File: src/lsu_bus_pkg.sv
// single-beat 32-bit AXI bus only; a word is four byte lanes, little endian
package lsu_bus_pkg;

    // byte address of a transfer
    localparam int ADDR_W = 32;

    // one data beat
    localparam int DATA_W = 32;

    // one strobe bit per byte lane
    localparam int STRB_W = DATA_W / 8;

    // one bus word, seen whole, as byte lanes or as half-word lanes
    typedef union packed {
        logic [DATA_W-1:0]            word;
        logic [STRB_W-1:0][7:0]       bytes;
        logic [STRB_W/2-1:0][15:0]    halves;
    } lsu_word_u;

endpackage

File: src/lsu_op_pkg.sv
// RV32 register file of 32 entries; commit ids wrap at 16 and are only passed through
package lsu_op_pkg;

    // destination register index
    localparam int REG_ADDR_W = 5;

    // tag the core uses to retire loads
    localparam int COMMIT_ID_W = 4;

    // load kinds, coded as the RV32 funct3
    typedef enum logic [2:0] {
        LB  = 3'b000,
        LH  = 3'b001,
        LW  = 3'b010,
        LBU = 3'b100,
        LHU = 3'b101
    } load_kind_e;

    // store sizes, coded as the low funct3 bits
    typedef enum logic [1:0] {
        SB = 2'b00,
        SH = 2'b01,
        SW = 2'b10
    } store_size_e;

endpackage

File: src/lsu_issue.sv
// core must hold its request while mem_stall_o is high; an interrupt drops it at once
module lsu_issue (
    input  logic                           req_mem_i,
    input  logic                           mem_load_i,
    input  logic                           mem_store_i,
    input  logic                           int_assert_i,
    input  logic [lsu_bus_pkg::ADDR_W-1:0] op1_i,
    input  logic [lsu_bus_pkg::ADDR_W-1:0] op2_i,
    input  logic                           m_axi_arready_i,
    input  logic                           m_axi_awready_i,
    input  logic                           load_queue_full_i,
    input  logic                           wdata_queue_full_i,
    output logic [lsu_bus_pkg::ADDR_W-1:0] addr_o,
    output logic [1:0]                     byte_off_o,
    output logic                           load_fire_o,
    output logic                           store_fire_o,
    output logic                           m_axi_arvalid_o,
    output logic                           m_axi_awvalid_o,
    output logic                           mem_stall_o
);

    logic req_valid;
    logic load_req;
    logic store_req;

    assign addr_o     = op1_i + op2_i;
    assign byte_off_o = addr_o[1:0];

    // interrupt masks the request
    assign req_valid = req_mem_i & ~int_assert_i;
    assign load_req  = req_valid & mem_load_i;
    assign store_req = req_valid & mem_store_i;

    // a full queue holds the address back, so no beat is lost
    assign m_axi_arvalid_o = load_req & ~load_queue_full_i;
    assign m_axi_awvalid_o = store_req & ~wdata_queue_full_i;

    assign load_fire_o  = m_axi_arvalid_o & m_axi_arready_i;
    assign store_fire_o = m_axi_awvalid_o & m_axi_awready_i;

    assign mem_stall_o = (load_req & (~m_axi_arready_i | load_queue_full_i))
                       | (store_req & (~m_axi_awready_i | wdata_queue_full_i));

endmodule

File: src/lsu_store_align.sv
// misaligned stores are not split: SH uses offset bit 1 only, SW ignores the offset
module lsu_store_align (
    input  logic [lsu_bus_pkg::DATA_W-1:0] rs2_data_i,
    input  lsu_op_pkg::store_size_e        store_size_i,
    input  logic [1:0]                     byte_off_i,
    output logic [lsu_bus_pkg::DATA_W-1:0] wdata_o,
    output logic [lsu_bus_pkg::STRB_W-1:0] wstrb_o
);

    lsu_bus_pkg::lsu_word_u src;
    lsu_bus_pkg::lsu_word_u dst;

    assign src.word = rs2_data_i;
    assign wdata_o  = dst.word;

    // low byte or half copied to every lane, strobe picks the real one
    always_comb begin
        dst.word = src.word;
        wstrb_o  = '1;
        case (store_size_i)
            lsu_op_pkg::SB: begin
                for (int i = 0; i < lsu_bus_pkg::STRB_W; i++) begin
                    dst.bytes[i] = src.bytes[0];
                end
                wstrb_o = lsu_bus_pkg::STRB_W'(1) << byte_off_i;
            end
            lsu_op_pkg::SH: begin
                for (int i = 0; i < lsu_bus_pkg::STRB_W / 2; i++) begin
                    dst.halves[i] = src.halves[0];
                end
                wstrb_o = byte_off_i[1] ? 4'b1100 : 4'b0011;
            end
            default: begin
                dst.word = src.word;
                wstrb_o  = '1;
            end
        endcase
    end

endmodule

File: src/lsu_wdata_queue.sv
// depth must be a power of two; W beats leave in AW order and may run ahead of AW
module lsu_wdata_queue #(
    parameter int WDATA_QUEUE_DEPTH = 4
) (
    input  logic                           clk,
    input  logic                           rst_n_i,
    input  logic                           store_fire_i,
    input  logic                           store_valid_i,
    input  logic [lsu_bus_pkg::DATA_W-1:0] wdata_i,
    input  logic [lsu_bus_pkg::STRB_W-1:0] wstrb_i,
    input  logic                           m_axi_wready_i,
    output logic                           m_axi_wvalid_o,
    output logic [lsu_bus_pkg::DATA_W-1:0] m_axi_wdata_o,
    output logic [lsu_bus_pkg::STRB_W-1:0] m_axi_wstrb_o,
    output logic                           full_o,
    output logic                           mem_busy_o
);

    localparam int PTR_W = $clog2(WDATA_QUEUE_DEPTH);

    logic [lsu_bus_pkg::DATA_W-1:0] data_q[WDATA_QUEUE_DEPTH];
    logic [lsu_bus_pkg::STRB_W-1:0] strb_q[WDATA_QUEUE_DEPTH];
    logic [PTR_W-1:0]               wr_ptr;
    logic [PTR_W-1:0]               rd_ptr;
    logic [PTR_W:0]                 count;
    logic                           w_sent;
    logic                           empty;
    logic                           w_fire;
    logic                           push;
    logic                           pop;

    assign empty      = (count == '0);
    assign full_o     = (count == (PTR_W + 1)'(WDATA_QUEUE_DEPTH));
    assign mem_busy_o = ~empty;

    // empty queue passes the current store straight through
    assign m_axi_wvalid_o = empty ? (store_valid_i & ~w_sent) : 1'b1;
    assign m_axi_wdata_o  = empty ? wdata_i : data_q[rd_ptr];
    assign m_axi_wstrb_o  = empty ? wstrb_i : strb_q[rd_ptr];

    assign w_fire = m_axi_wvalid_o & m_axi_wready_i;
    assign pop    = w_fire & ~empty;
    // data still owed once the address is accepted
    assign push   = store_fire_i & ~w_sent & ~(w_fire & empty);

    always_ff @(posedge clk or negedge rst_n_i) begin
        if (!rst_n_i) begin
            wr_ptr <= '0;
            rd_ptr <= '0;
            count  <= '0;
            w_sent <= 1'b0;
        end else begin
            if (push) begin
                wr_ptr <= wr_ptr + 1'b1;
            end
            if (pop) begin
                rd_ptr <= rd_ptr + 1'b1;
            end
            case ({push, pop})
                2'b10:   count <= count + 1'b1;
                2'b01:   count <= count - 1'b1;
                default: count <= count;
            endcase
            // beat went out before its address, wait for AW
            if (store_fire_i) begin
                w_sent <= 1'b0;
            end else if (w_fire && empty) begin
                w_sent <= 1'b1;
            end
        end
    end

    always_ff @(posedge clk) begin
        if (push) begin
            data_q[wr_ptr] <= wdata_i;
            strb_q[wr_ptr] <= wstrb_i;
        end
    end

endmodule

File: src/lsu_load_queue.sv
// depth must be a power of two; RREADY is taken as always high and R returns in AR order
module lsu_load_queue #(
    parameter int LOAD_QUEUE_DEPTH = 4
) (
    input  logic                                clk,
    input  logic                                rst_n_i,
    input  logic                                load_fire_i,
    input  lsu_op_pkg::load_kind_e              load_kind_i,
    input  logic [1:0]                          byte_off_i,
    input  logic [lsu_op_pkg::REG_ADDR_W-1:0]   rd_addr_i,
    input  logic [lsu_op_pkg::COMMIT_ID_W-1:0]  commit_id_i,
    input  logic                                m_axi_rvalid_i,
    output logic                                full_o,
    output logic                                rsp_valid_o,
    output lsu_op_pkg::load_kind_e              rsp_kind_o,
    output logic [1:0]                          rsp_off_o,
    output logic [lsu_op_pkg::REG_ADDR_W-1:0]   rsp_rd_o,
    output logic [lsu_op_pkg::COMMIT_ID_W-1:0]  rsp_commit_id_o
);

    localparam int PTR_W = $clog2(LOAD_QUEUE_DEPTH);

    lsu_op_pkg::load_kind_e               kind_q[LOAD_QUEUE_DEPTH];
    logic [1:0]                           off_q[LOAD_QUEUE_DEPTH];
    logic [lsu_op_pkg::REG_ADDR_W-1:0]    rd_q[LOAD_QUEUE_DEPTH];
    logic [lsu_op_pkg::COMMIT_ID_W-1:0]   cid_q[LOAD_QUEUE_DEPTH];
    logic [PTR_W-1:0]                     wr_ptr;
    logic [PTR_W-1:0]                     rd_ptr;
    logic [PTR_W:0]                       count;
    logic                                 empty;
    logic                                 bypass;
    logic                                 push;
    logic                                 pop;

    assign empty  = (count == '0);
    assign full_o = (count == (PTR_W + 1)'(LOAD_QUEUE_DEPTH));

    // beat in the same cycle as its AR, nothing older waiting
    assign bypass = m_axi_rvalid_i & empty & load_fire_i;
    assign pop    = m_axi_rvalid_i & ~empty;
    assign push   = load_fire_i & ~bypass;

    assign rsp_valid_o     = pop | bypass;
    assign rsp_kind_o      = empty ? load_kind_i : kind_q[rd_ptr];
    assign rsp_off_o       = empty ? byte_off_i : off_q[rd_ptr];
    assign rsp_rd_o        = empty ? rd_addr_i : rd_q[rd_ptr];
    assign rsp_commit_id_o = empty ? commit_id_i : cid_q[rd_ptr];

    always_ff @(posedge clk or negedge rst_n_i) begin
        if (!rst_n_i) begin
            wr_ptr <= '0;
            rd_ptr <= '0;
            count  <= '0;
        end else begin
            if (push) begin
                wr_ptr <= wr_ptr + 1'b1;
            end
            if (pop) begin
                rd_ptr <= rd_ptr + 1'b1;
            end
            case ({push, pop})
                2'b10:   count <= count + 1'b1;
                2'b01:   count <= count - 1'b1;
                default: count <= count;
            endcase
        end
    end

    always_ff @(posedge clk) begin
        if (push) begin
            kind_q[wr_ptr] <= load_kind_i;
            off_q[wr_ptr]  <= byte_off_i;
            rd_q[wr_ptr]   <= rd_addr_i;
            cid_q[wr_ptr]  <= commit_id_i;
        end
    end

endmodule

File: src/lsu_load_extract.sv
// write-back lags the R beat by one cycle; halves use offset bit 1, words ignore the offset
module lsu_load_extract (
    input  logic                                clk,
    input  logic                                rst_n_i,
    input  logic                                rsp_valid_i,
    input  lsu_op_pkg::load_kind_e              rsp_kind_i,
    input  logic [1:0]                          rsp_off_i,
    input  logic [lsu_op_pkg::REG_ADDR_W-1:0]   rsp_rd_i,
    input  logic [lsu_op_pkg::COMMIT_ID_W-1:0]  rsp_commit_id_i,
    input  logic [lsu_bus_pkg::DATA_W-1:0]      m_axi_rdata_i,
    output logic                                reg_we_o,
    output logic [lsu_bus_pkg::DATA_W-1:0]      reg_wdata_o,
    output logic [lsu_op_pkg::REG_ADDR_W-1:0]   reg_waddr_o,
    output logic [lsu_op_pkg::COMMIT_ID_W-1:0]  commit_id_o
);

    lsu_bus_pkg::lsu_word_u         rdata;
    logic [7:0]                     lane_b;
    logic [15:0]                    lane_h;
    logic [lsu_bus_pkg::DATA_W-1:0] load_data;

    assign rdata.word = m_axi_rdata_i;
    assign lane_b     = rdata.bytes[rsp_off_i];
    assign lane_h     = rdata.halves[rsp_off_i[1]];

    // sign or zero extend by kind
    always_comb begin
        case (rsp_kind_i)
            lsu_op_pkg::LB:  load_data = {{24{lane_b[7]}}, lane_b};
            lsu_op_pkg::LBU: load_data = {24'h0, lane_b};
            lsu_op_pkg::LH:  load_data = {{16{lane_h[15]}}, lane_h};
            lsu_op_pkg::LHU: load_data = {16'h0, lane_h};
            default:         load_data = rdata.word;
        endcase
    end

    always_ff @(posedge clk or negedge rst_n_i) begin
        if (!rst_n_i) begin
            reg_we_o <= 1'b0;
        end else begin
            reg_we_o <= rsp_valid_i;
        end
    end

    always_ff @(posedge clk) begin
        if (rsp_valid_i) begin
            reg_wdata_o <= load_data;
            reg_waddr_o <= rsp_rd_i;
            commit_id_o <= rsp_commit_id_i;
        end
    end

endmodule

File: src/lsu_top.sv
// AXI slave must accept single-beat 32-bit transfers and always take R and B beats
module lsu_top #(
    parameter int LOAD_QUEUE_DEPTH  = 4,
    parameter int WDATA_QUEUE_DEPTH = 4
) (
    input  logic                                clk,
    input  logic                                rst_n_i,
    // core request
    input  logic                                req_mem_i,
    input  logic                                mem_load_i,
    input  logic                                mem_store_i,
    input  logic                                int_assert_i,
    input  logic [lsu_bus_pkg::ADDR_W-1:0]      op1_i,
    input  logic [lsu_bus_pkg::ADDR_W-1:0]      op2_i,
    input  logic [lsu_bus_pkg::DATA_W-1:0]      rs2_data_i,
    input  lsu_op_pkg::load_kind_e              load_kind_i,
    input  lsu_op_pkg::store_size_e             store_size_i,
    input  logic [lsu_op_pkg::REG_ADDR_W-1:0]   rd_addr_i,
    input  logic [lsu_op_pkg::COMMIT_ID_W-1:0]  commit_id_i,
    output logic                                mem_stall_o,
    output logic                                mem_busy_o,
    // write-back
    output logic                                reg_we_o,
    output logic [lsu_bus_pkg::DATA_W-1:0]      reg_wdata_o,
    output logic [lsu_op_pkg::REG_ADDR_W-1:0]   reg_waddr_o,
    output logic [lsu_op_pkg::COMMIT_ID_W-1:0]  commit_id_o,
    // AXI master
    output logic [lsu_bus_pkg::ADDR_W-1:0]      m_axi_awaddr_o,
    output logic                                m_axi_awvalid_o,
    input  logic                                m_axi_awready_i,
    output logic [lsu_bus_pkg::DATA_W-1:0]      m_axi_wdata_o,
    output logic [lsu_bus_pkg::STRB_W-1:0]      m_axi_wstrb_o,
    output logic                                m_axi_wvalid_o,
    input  logic                                m_axi_wready_i,
    output logic [lsu_bus_pkg::ADDR_W-1:0]      m_axi_araddr_o,
    output logic                                m_axi_arvalid_o,
    input  logic                                m_axi_arready_i,
    input  logic [lsu_bus_pkg::DATA_W-1:0]      m_axi_rdata_i,
    input  logic                                m_axi_rvalid_i
);

    logic [lsu_bus_pkg::ADDR_W-1:0]     addr;
    logic [1:0]                         byte_off;
    logic                               load_fire;
    logic                               store_fire;
    logic                               lq_full;
    logic                               wq_full;
    logic [lsu_bus_pkg::DATA_W-1:0]     st_wdata;
    logic [lsu_bus_pkg::STRB_W-1:0]     st_wstrb;
    logic                               rsp_valid;
    lsu_op_pkg::load_kind_e             rsp_kind;
    logic [1:0]                         rsp_off;
    logic [lsu_op_pkg::REG_ADDR_W-1:0]  rsp_rd;
    logic [lsu_op_pkg::COMMIT_ID_W-1:0] rsp_commit_id;

    // one address serves both channels
    assign m_axi_awaddr_o = addr;
    assign m_axi_araddr_o = addr;

    lsu_issue lsu_issue_inst (
        .req_mem_i          (req_mem_i),
        .mem_load_i         (mem_load_i),
        .mem_store_i        (mem_store_i),
        .int_assert_i       (int_assert_i),
        .op1_i              (op1_i),
        .op2_i              (op2_i),
        .m_axi_arready_i    (m_axi_arready_i),
        .m_axi_awready_i    (m_axi_awready_i),
        .load_queue_full_i  (lq_full),
        .wdata_queue_full_i (wq_full),
        .addr_o             (addr),
        .byte_off_o         (byte_off),
        .load_fire_o        (load_fire),
        .store_fire_o       (store_fire),
        .m_axi_arvalid_o    (m_axi_arvalid_o),
        .m_axi_awvalid_o    (m_axi_awvalid_o),
        .mem_stall_o        (mem_stall_o)
    );

    lsu_store_align lsu_store_align_inst (
        .rs2_data_i   (rs2_data_i),
        .store_size_i (store_size_i),
        .byte_off_i   (byte_off),
        .wdata_o      (st_wdata),
        .wstrb_o      (st_wstrb)
    );

    lsu_wdata_queue #(
        .WDATA_QUEUE_DEPTH (WDATA_QUEUE_DEPTH)
    ) lsu_wdata_queue_inst (
        .clk            (clk),
        .rst_n_i        (rst_n_i),
        .store_fire_i   (store_fire),
        .store_valid_i  (m_axi_awvalid_o),
        .wdata_i        (st_wdata),
        .wstrb_i        (st_wstrb),
        .m_axi_wready_i (m_axi_wready_i),
        .m_axi_wvalid_o (m_axi_wvalid_o),
        .m_axi_wdata_o  (m_axi_wdata_o),
        .m_axi_wstrb_o  (m_axi_wstrb_o),
        .full_o         (wq_full),
        .mem_busy_o     (mem_busy_o)
    );

    lsu_load_queue #(
        .LOAD_QUEUE_DEPTH (LOAD_QUEUE_DEPTH)
    ) lsu_load_queue_inst (
        .clk             (clk),
        .rst_n_i         (rst_n_i),
        .load_fire_i     (load_fire),
        .load_kind_i     (load_kind_i),
        .byte_off_i      (byte_off),
        .rd_addr_i       (rd_addr_i),
        .commit_id_i     (commit_id_i),
        .m_axi_rvalid_i  (m_axi_rvalid_i),
        .full_o          (lq_full),
        .rsp_valid_o     (rsp_valid),
        .rsp_kind_o      (rsp_kind),
        .rsp_off_o       (rsp_off),
        .rsp_rd_o        (rsp_rd),
        .rsp_commit_id_o (rsp_commit_id)
    );

    lsu_load_extract lsu_load_extract_inst (
        .clk             (clk),
        .rst_n_i         (rst_n_i),
        .rsp_valid_i     (rsp_valid),
        .rsp_kind_i      (rsp_kind),
        .rsp_off_i       (rsp_off),
        .rsp_rd_i        (rsp_rd),
        .rsp_commit_id_i (rsp_commit_id),
        .m_axi_rdata_i   (m_axi_rdata_i),
        .reg_we_o        (reg_we_o),
        .reg_wdata_o     (reg_wdata_o),
        .reg_waddr_o     (reg_waddr_o),
        .commit_id_o     (commit_id_o)
    );

endmodule

File: config.mk
export PLATFORM = sky130hd
export DESIGN_NAME = lsu_top
export DESIGN_NICKNAME = d
export VERILOG_FILES = /design/src/lsu_bus_pkg.sv /design/src/lsu_op_pkg.sv /design/src/lsu_issue.sv /design/src/lsu_store_align.sv /design/src/lsu_wdata_queue.sv /design/src/lsu_load_queue.sv /design/src/lsu_load_extract.sv /design/src/lsu_top.sv
export SDC_FILE = /design/constraint.sdc
export NUM_CORES = 1
export LEC_CHECK = 0
export BUFFER_PORTS_ARGS = -buffer_cell sky130_fd_sc_hd__buf_4
export CORE_MARGIN = 2
export CORE_UTILIZATION = 50
export DETAILED_ROUTE_END_ITERATION = 10
export PLACE_DENSITY = 0.78
export SKIP_CTS_REPAIR_TIMING = 1
export SLEW_MARGIN = 5
export SYNTH_ARGS = -nofsm -noshare
export SYNTH_HDL_FRONTEND = slang
export SYNTH_HIERARCHICAL = 1
export SYNTH_SLANG_ARGS = --single-unit
File: constraint.sdc
create_clock -name clk -period 5.8 [get_ports clk]
set_clock_uncertainty 0.2 [all_clocks]
set_input_delay 1.74 -clock clk [delete_from_list [all_inputs] [get_ports clk]]
set_output_delay 1.74 -clock clk [all_outputs]
set_load 0.005 [all_outputs]
==> results.ini <==
[routing]
drt_first_iter_violations = 783
firstDrtPassIters = 8
routed_wl_microns = 32500
num_vias = 9218
drc = 0
ant_nets = 0
avgRoutedWirePerCell_microns = 19.7
vias_per_cell = 5.59

[layout]
final_util_pct = 64.8
fin_area_sq_um = 16900
n_fill_cell = 1956
area_delta_synth_final_pct = 26.9
nets = 1491
antenna_cells = 0
layout-drive-gt1-share_pct = 39.7

[floorplanning]
coreArea_sq_um = 26100
rows = 59
die-height_microns = 167
start_util_pct = 51.0
die_x_microns = 167
io_pins = 299
dieArea_sq_um = 27900

[logic_synthesis]
netlist_area_sq_um = 13300
synth.top_cell.area_share_pct = 54.4
synth.area.top_cells = edfxtp_1, mux4_2, nand2_1
synth_top_area_cell = edfxtp_1
synth-seq-cells = 257
synth_edf_count = 241
async_flop_share_pct = 6.23
syn_area_per_cell_sq_um = 13.2
synthCells = 1005
syn-num-nets = 1201
ys.warnings.count = 6
synth.distinct_cells = 75
yosysSeqAreaShare_pct = 57.4
synth-main-ff-cell = edfxtp_1

[place]
place_ws_ps = -302
dpl-instance-area_sq_um = 15700
place_hpwl_microns = 22600
gp_congestion = 0.895
port_buffers = 298

[timing]
fin_ws_ps = -299
slew_viol_final = 0
slew_headroom_pct = 29.5
period_share_pct = 105
setup_viol = 18
timing.final.hold_violations = 0
min_period_ps = 6100
rsz0062_at_grt = true
timing.hold.ws_ps = 347
worst_slew_pin_slew_ps = 1060
fmax_mhz = 164

[worst_setup_path]
cpMaxStageDelayCell = a221o_2
setup.worst_path.start = op1_i[0]
crit_fanout = 3
critPathLaunchType = input pin
critPathMostFrequentCell = buf_6
critPathMaxStageDelay_ps = 410
end_kind = primary output
r2r_start = lsu_load_queue_inst/count[0]$_DFFE_PN0P_
cp_cell_sequence = buf_6 > ha_4 > fa_2 > a21o_1 > a221o_2 > buf_6 > a21oi_4 > o311ai_4 > a21oi_2 > o21ai_1 > a211oi_2 > nor2_1 > buf_4
required_ps = 3860
worstPathArrival_ps = 4160
setup.worst_path.class = in2out

[run]
cap_violations = 0

[clock_tree]
htreeDepth = 1
cts-buffers-inserted = 26
clockBufferDepth = 3
cts_tree = done
cts-root-buf = clkbuf_16
clk_pin_slew_worst_paths_ps = 60
worstSkewPairLatency_ps = 540
cts_num_sinks = 257

[global_route]
grt_pass1_wl_microns = 49500
first_global_vias = 9193
grt_use_total_pct = 22.2
grt_max_degree = 43
antenna_found_initial = 0
grt_overflow_total = 0

[outcome]
run_status = finished, violations left
violations = negative setup slack

[power]
p_leak_nw = 6.86
vdd_drop_max_mv = 0.283
power-per-cell-area_nw_per_um2 = 422

[hold_path]
hp-class = reg2reg
hp-start = lsu_wdata_queue_inst/count[0]$_DFFE_PN0P_

[report_power, final]
group,leakage [nW],internal (W),switching [W]
combinational,4.06,0.00148,0.00146
clock,0.406,0.000912,0.000678
sequential,2.39,0.00239,0.000209
[critical path, delay by kind of cell]
family | cells | cell delay (ps)
AOI/OAI and AO/OA | 7 | 1430
and+or+nand+nor | 1 | 90
buffers and inverters | 3 | 390
adders and majority gates | 2 | 510
[final timing paths]
kind	end	slack, ps	cells after the start
max	m_axi_awaddr_o[28]	-300	13
min	lsu_wdata_queue_inst/count[0]$_DFFE_PN0P_	350	1
max reg2reg	lsu_load_extract_inst/reg_wdata_o[0]$_DFFE_PP_	2610	6
min reg2reg	lsu_wdata_queue_inst/count[0]$_DFFE_PN0P_	350	1
max in group asynchronous	lsu_load_queue_inst/wr_ptr[1]$_DFFE_PN0P_	4340	1
min in group asynchronous	lsu_wdata_queue_inst/w_sent$_DFFE_PN0P_	860	1
[Yosys cell counts (15+ instances only)]
cell and n:
xnor2_1 24, ha_1 41, edfxtp_1 241, a21oi_1 51, buf_4 44, mux2i_1 17
mux2_2 18, nand2_1 187, buf_2 15, xor2_1 16, nor2_1 29, clkbuf_1 15
mux4_2 44, inv_1 45, dfrtp_1 16
[flip-flops by register name (all words and copies together), names as in the netlist]
name,cells
lsu_wdata_queue_inst/data_q,128
lsu_load_extract_inst/reg_wdata_o,32
lsu_load_queue_inst/rd_q,20
lsu_load_queue_inst/cid_q,16
lsu_wdata_queue_inst/strb_q,16
lsu_load_queue_inst/kind_q,12
lsu_load_queue_inst/off_q,8
lsu_load_extract_inst/reg_waddr_o,5
lsu_load_extract_inst/commit_id_o,4
lsu_load_queue_inst/count,3
lsu_wdata_queue_inst/count,3
lsu_load_queue_inst/rd_ptr,2
lsu_load_queue_inst/wr_ptr,2
lsu_wdata_queue_inst/rd_ptr,2
lsu_wdata_queue_inst/wr_ptr,2
lsu_load_extract_inst/reg_we_o,1
lsu_wdata_queue_inst/w_sent,1
[metal layers]
layer  GRT usage [%]  up-vias  wire length (microns)  part of all wire, %
li1                -     4264                      -                    -
met1            30.0     4492                  13500                   42
met2            37.6      389                  16000                   49
met3            3.55       73                   2110                  6.5
met4            6.26        0                    945                  2.9
met5               0        -                      0                    0
[metrics by stage]
step           instances  setup TNS [ps]  power, W
3_5_place_dp        1598           -3660   0.00551
2_1_floorplan       1005           -59.4   0.00439
3_3_place_gp        1598           -3230   0.00546
6_report            1650           -4190   0.00712
4_1_cts             1646           -3960   0.00712
5_1_grt             1650           -5540   0.00751
[placed cells by master, fill, tap and decap left out, types with 8 or more instances in the layout]
cell / synthesis / routed
a21o_1: 14 / 14
a21oi_1: 51 / 43
a21oi_2: 11 / 17
a221o_1: 8 / 8
buf_4: 44 / 333
buf_6: 6 / 14
clkbuf_16: 0 / 26
clkinv_2: 0 / 8
dfrtp_1: 16 / 15
edfxtp_1: 241 / 241
ha_1: 41 / 34
inv_1: 45 / 44
mux2_2: 18 / 18
mux2i_1: 17 / 17
mux4_2: 44 / 44
nand2_1: 187 / 187
nand3_1: 12 / 12
nor2_1: 29 / 29
nor2b_1: 8 / 8
o21ai_0: 14 / 13
o21ai_2: 10 / 13
o21bai_1: 9 / 9
xnor2_1: 24 / 20
xor2_1: 16 / 14
[layout make-up]
type                       count  area [sq um]  share of cell area (%)
multi-input combinational    617          5160                    30.6
clock inverter                18           148                   0.875
clock buffer                  30           666                    3.94
timing repair buffer         348          2670                    15.8
tap                          335           419                    2.48
inverter                      45           169                    1.00
sequential                   257          7640                    45.3
[logic make-up (layout without fill, tap and decap cells)]
logic type | Yosys count | after routing | share of synthesized area (%)
fa+ha+maj | 44 | 44 | 4.31
compound gates | 167 | 167 | 9.01
buf+inv | 131 | 441 | 5.87
mux | 87 | 87 | 11.6
simple gates | 279 | 279 | 9.16
xor+xnor | 40 | 40 | 2.63
flops | 257 | 257 | 57.4
Power figures use the tool's default switching activity.
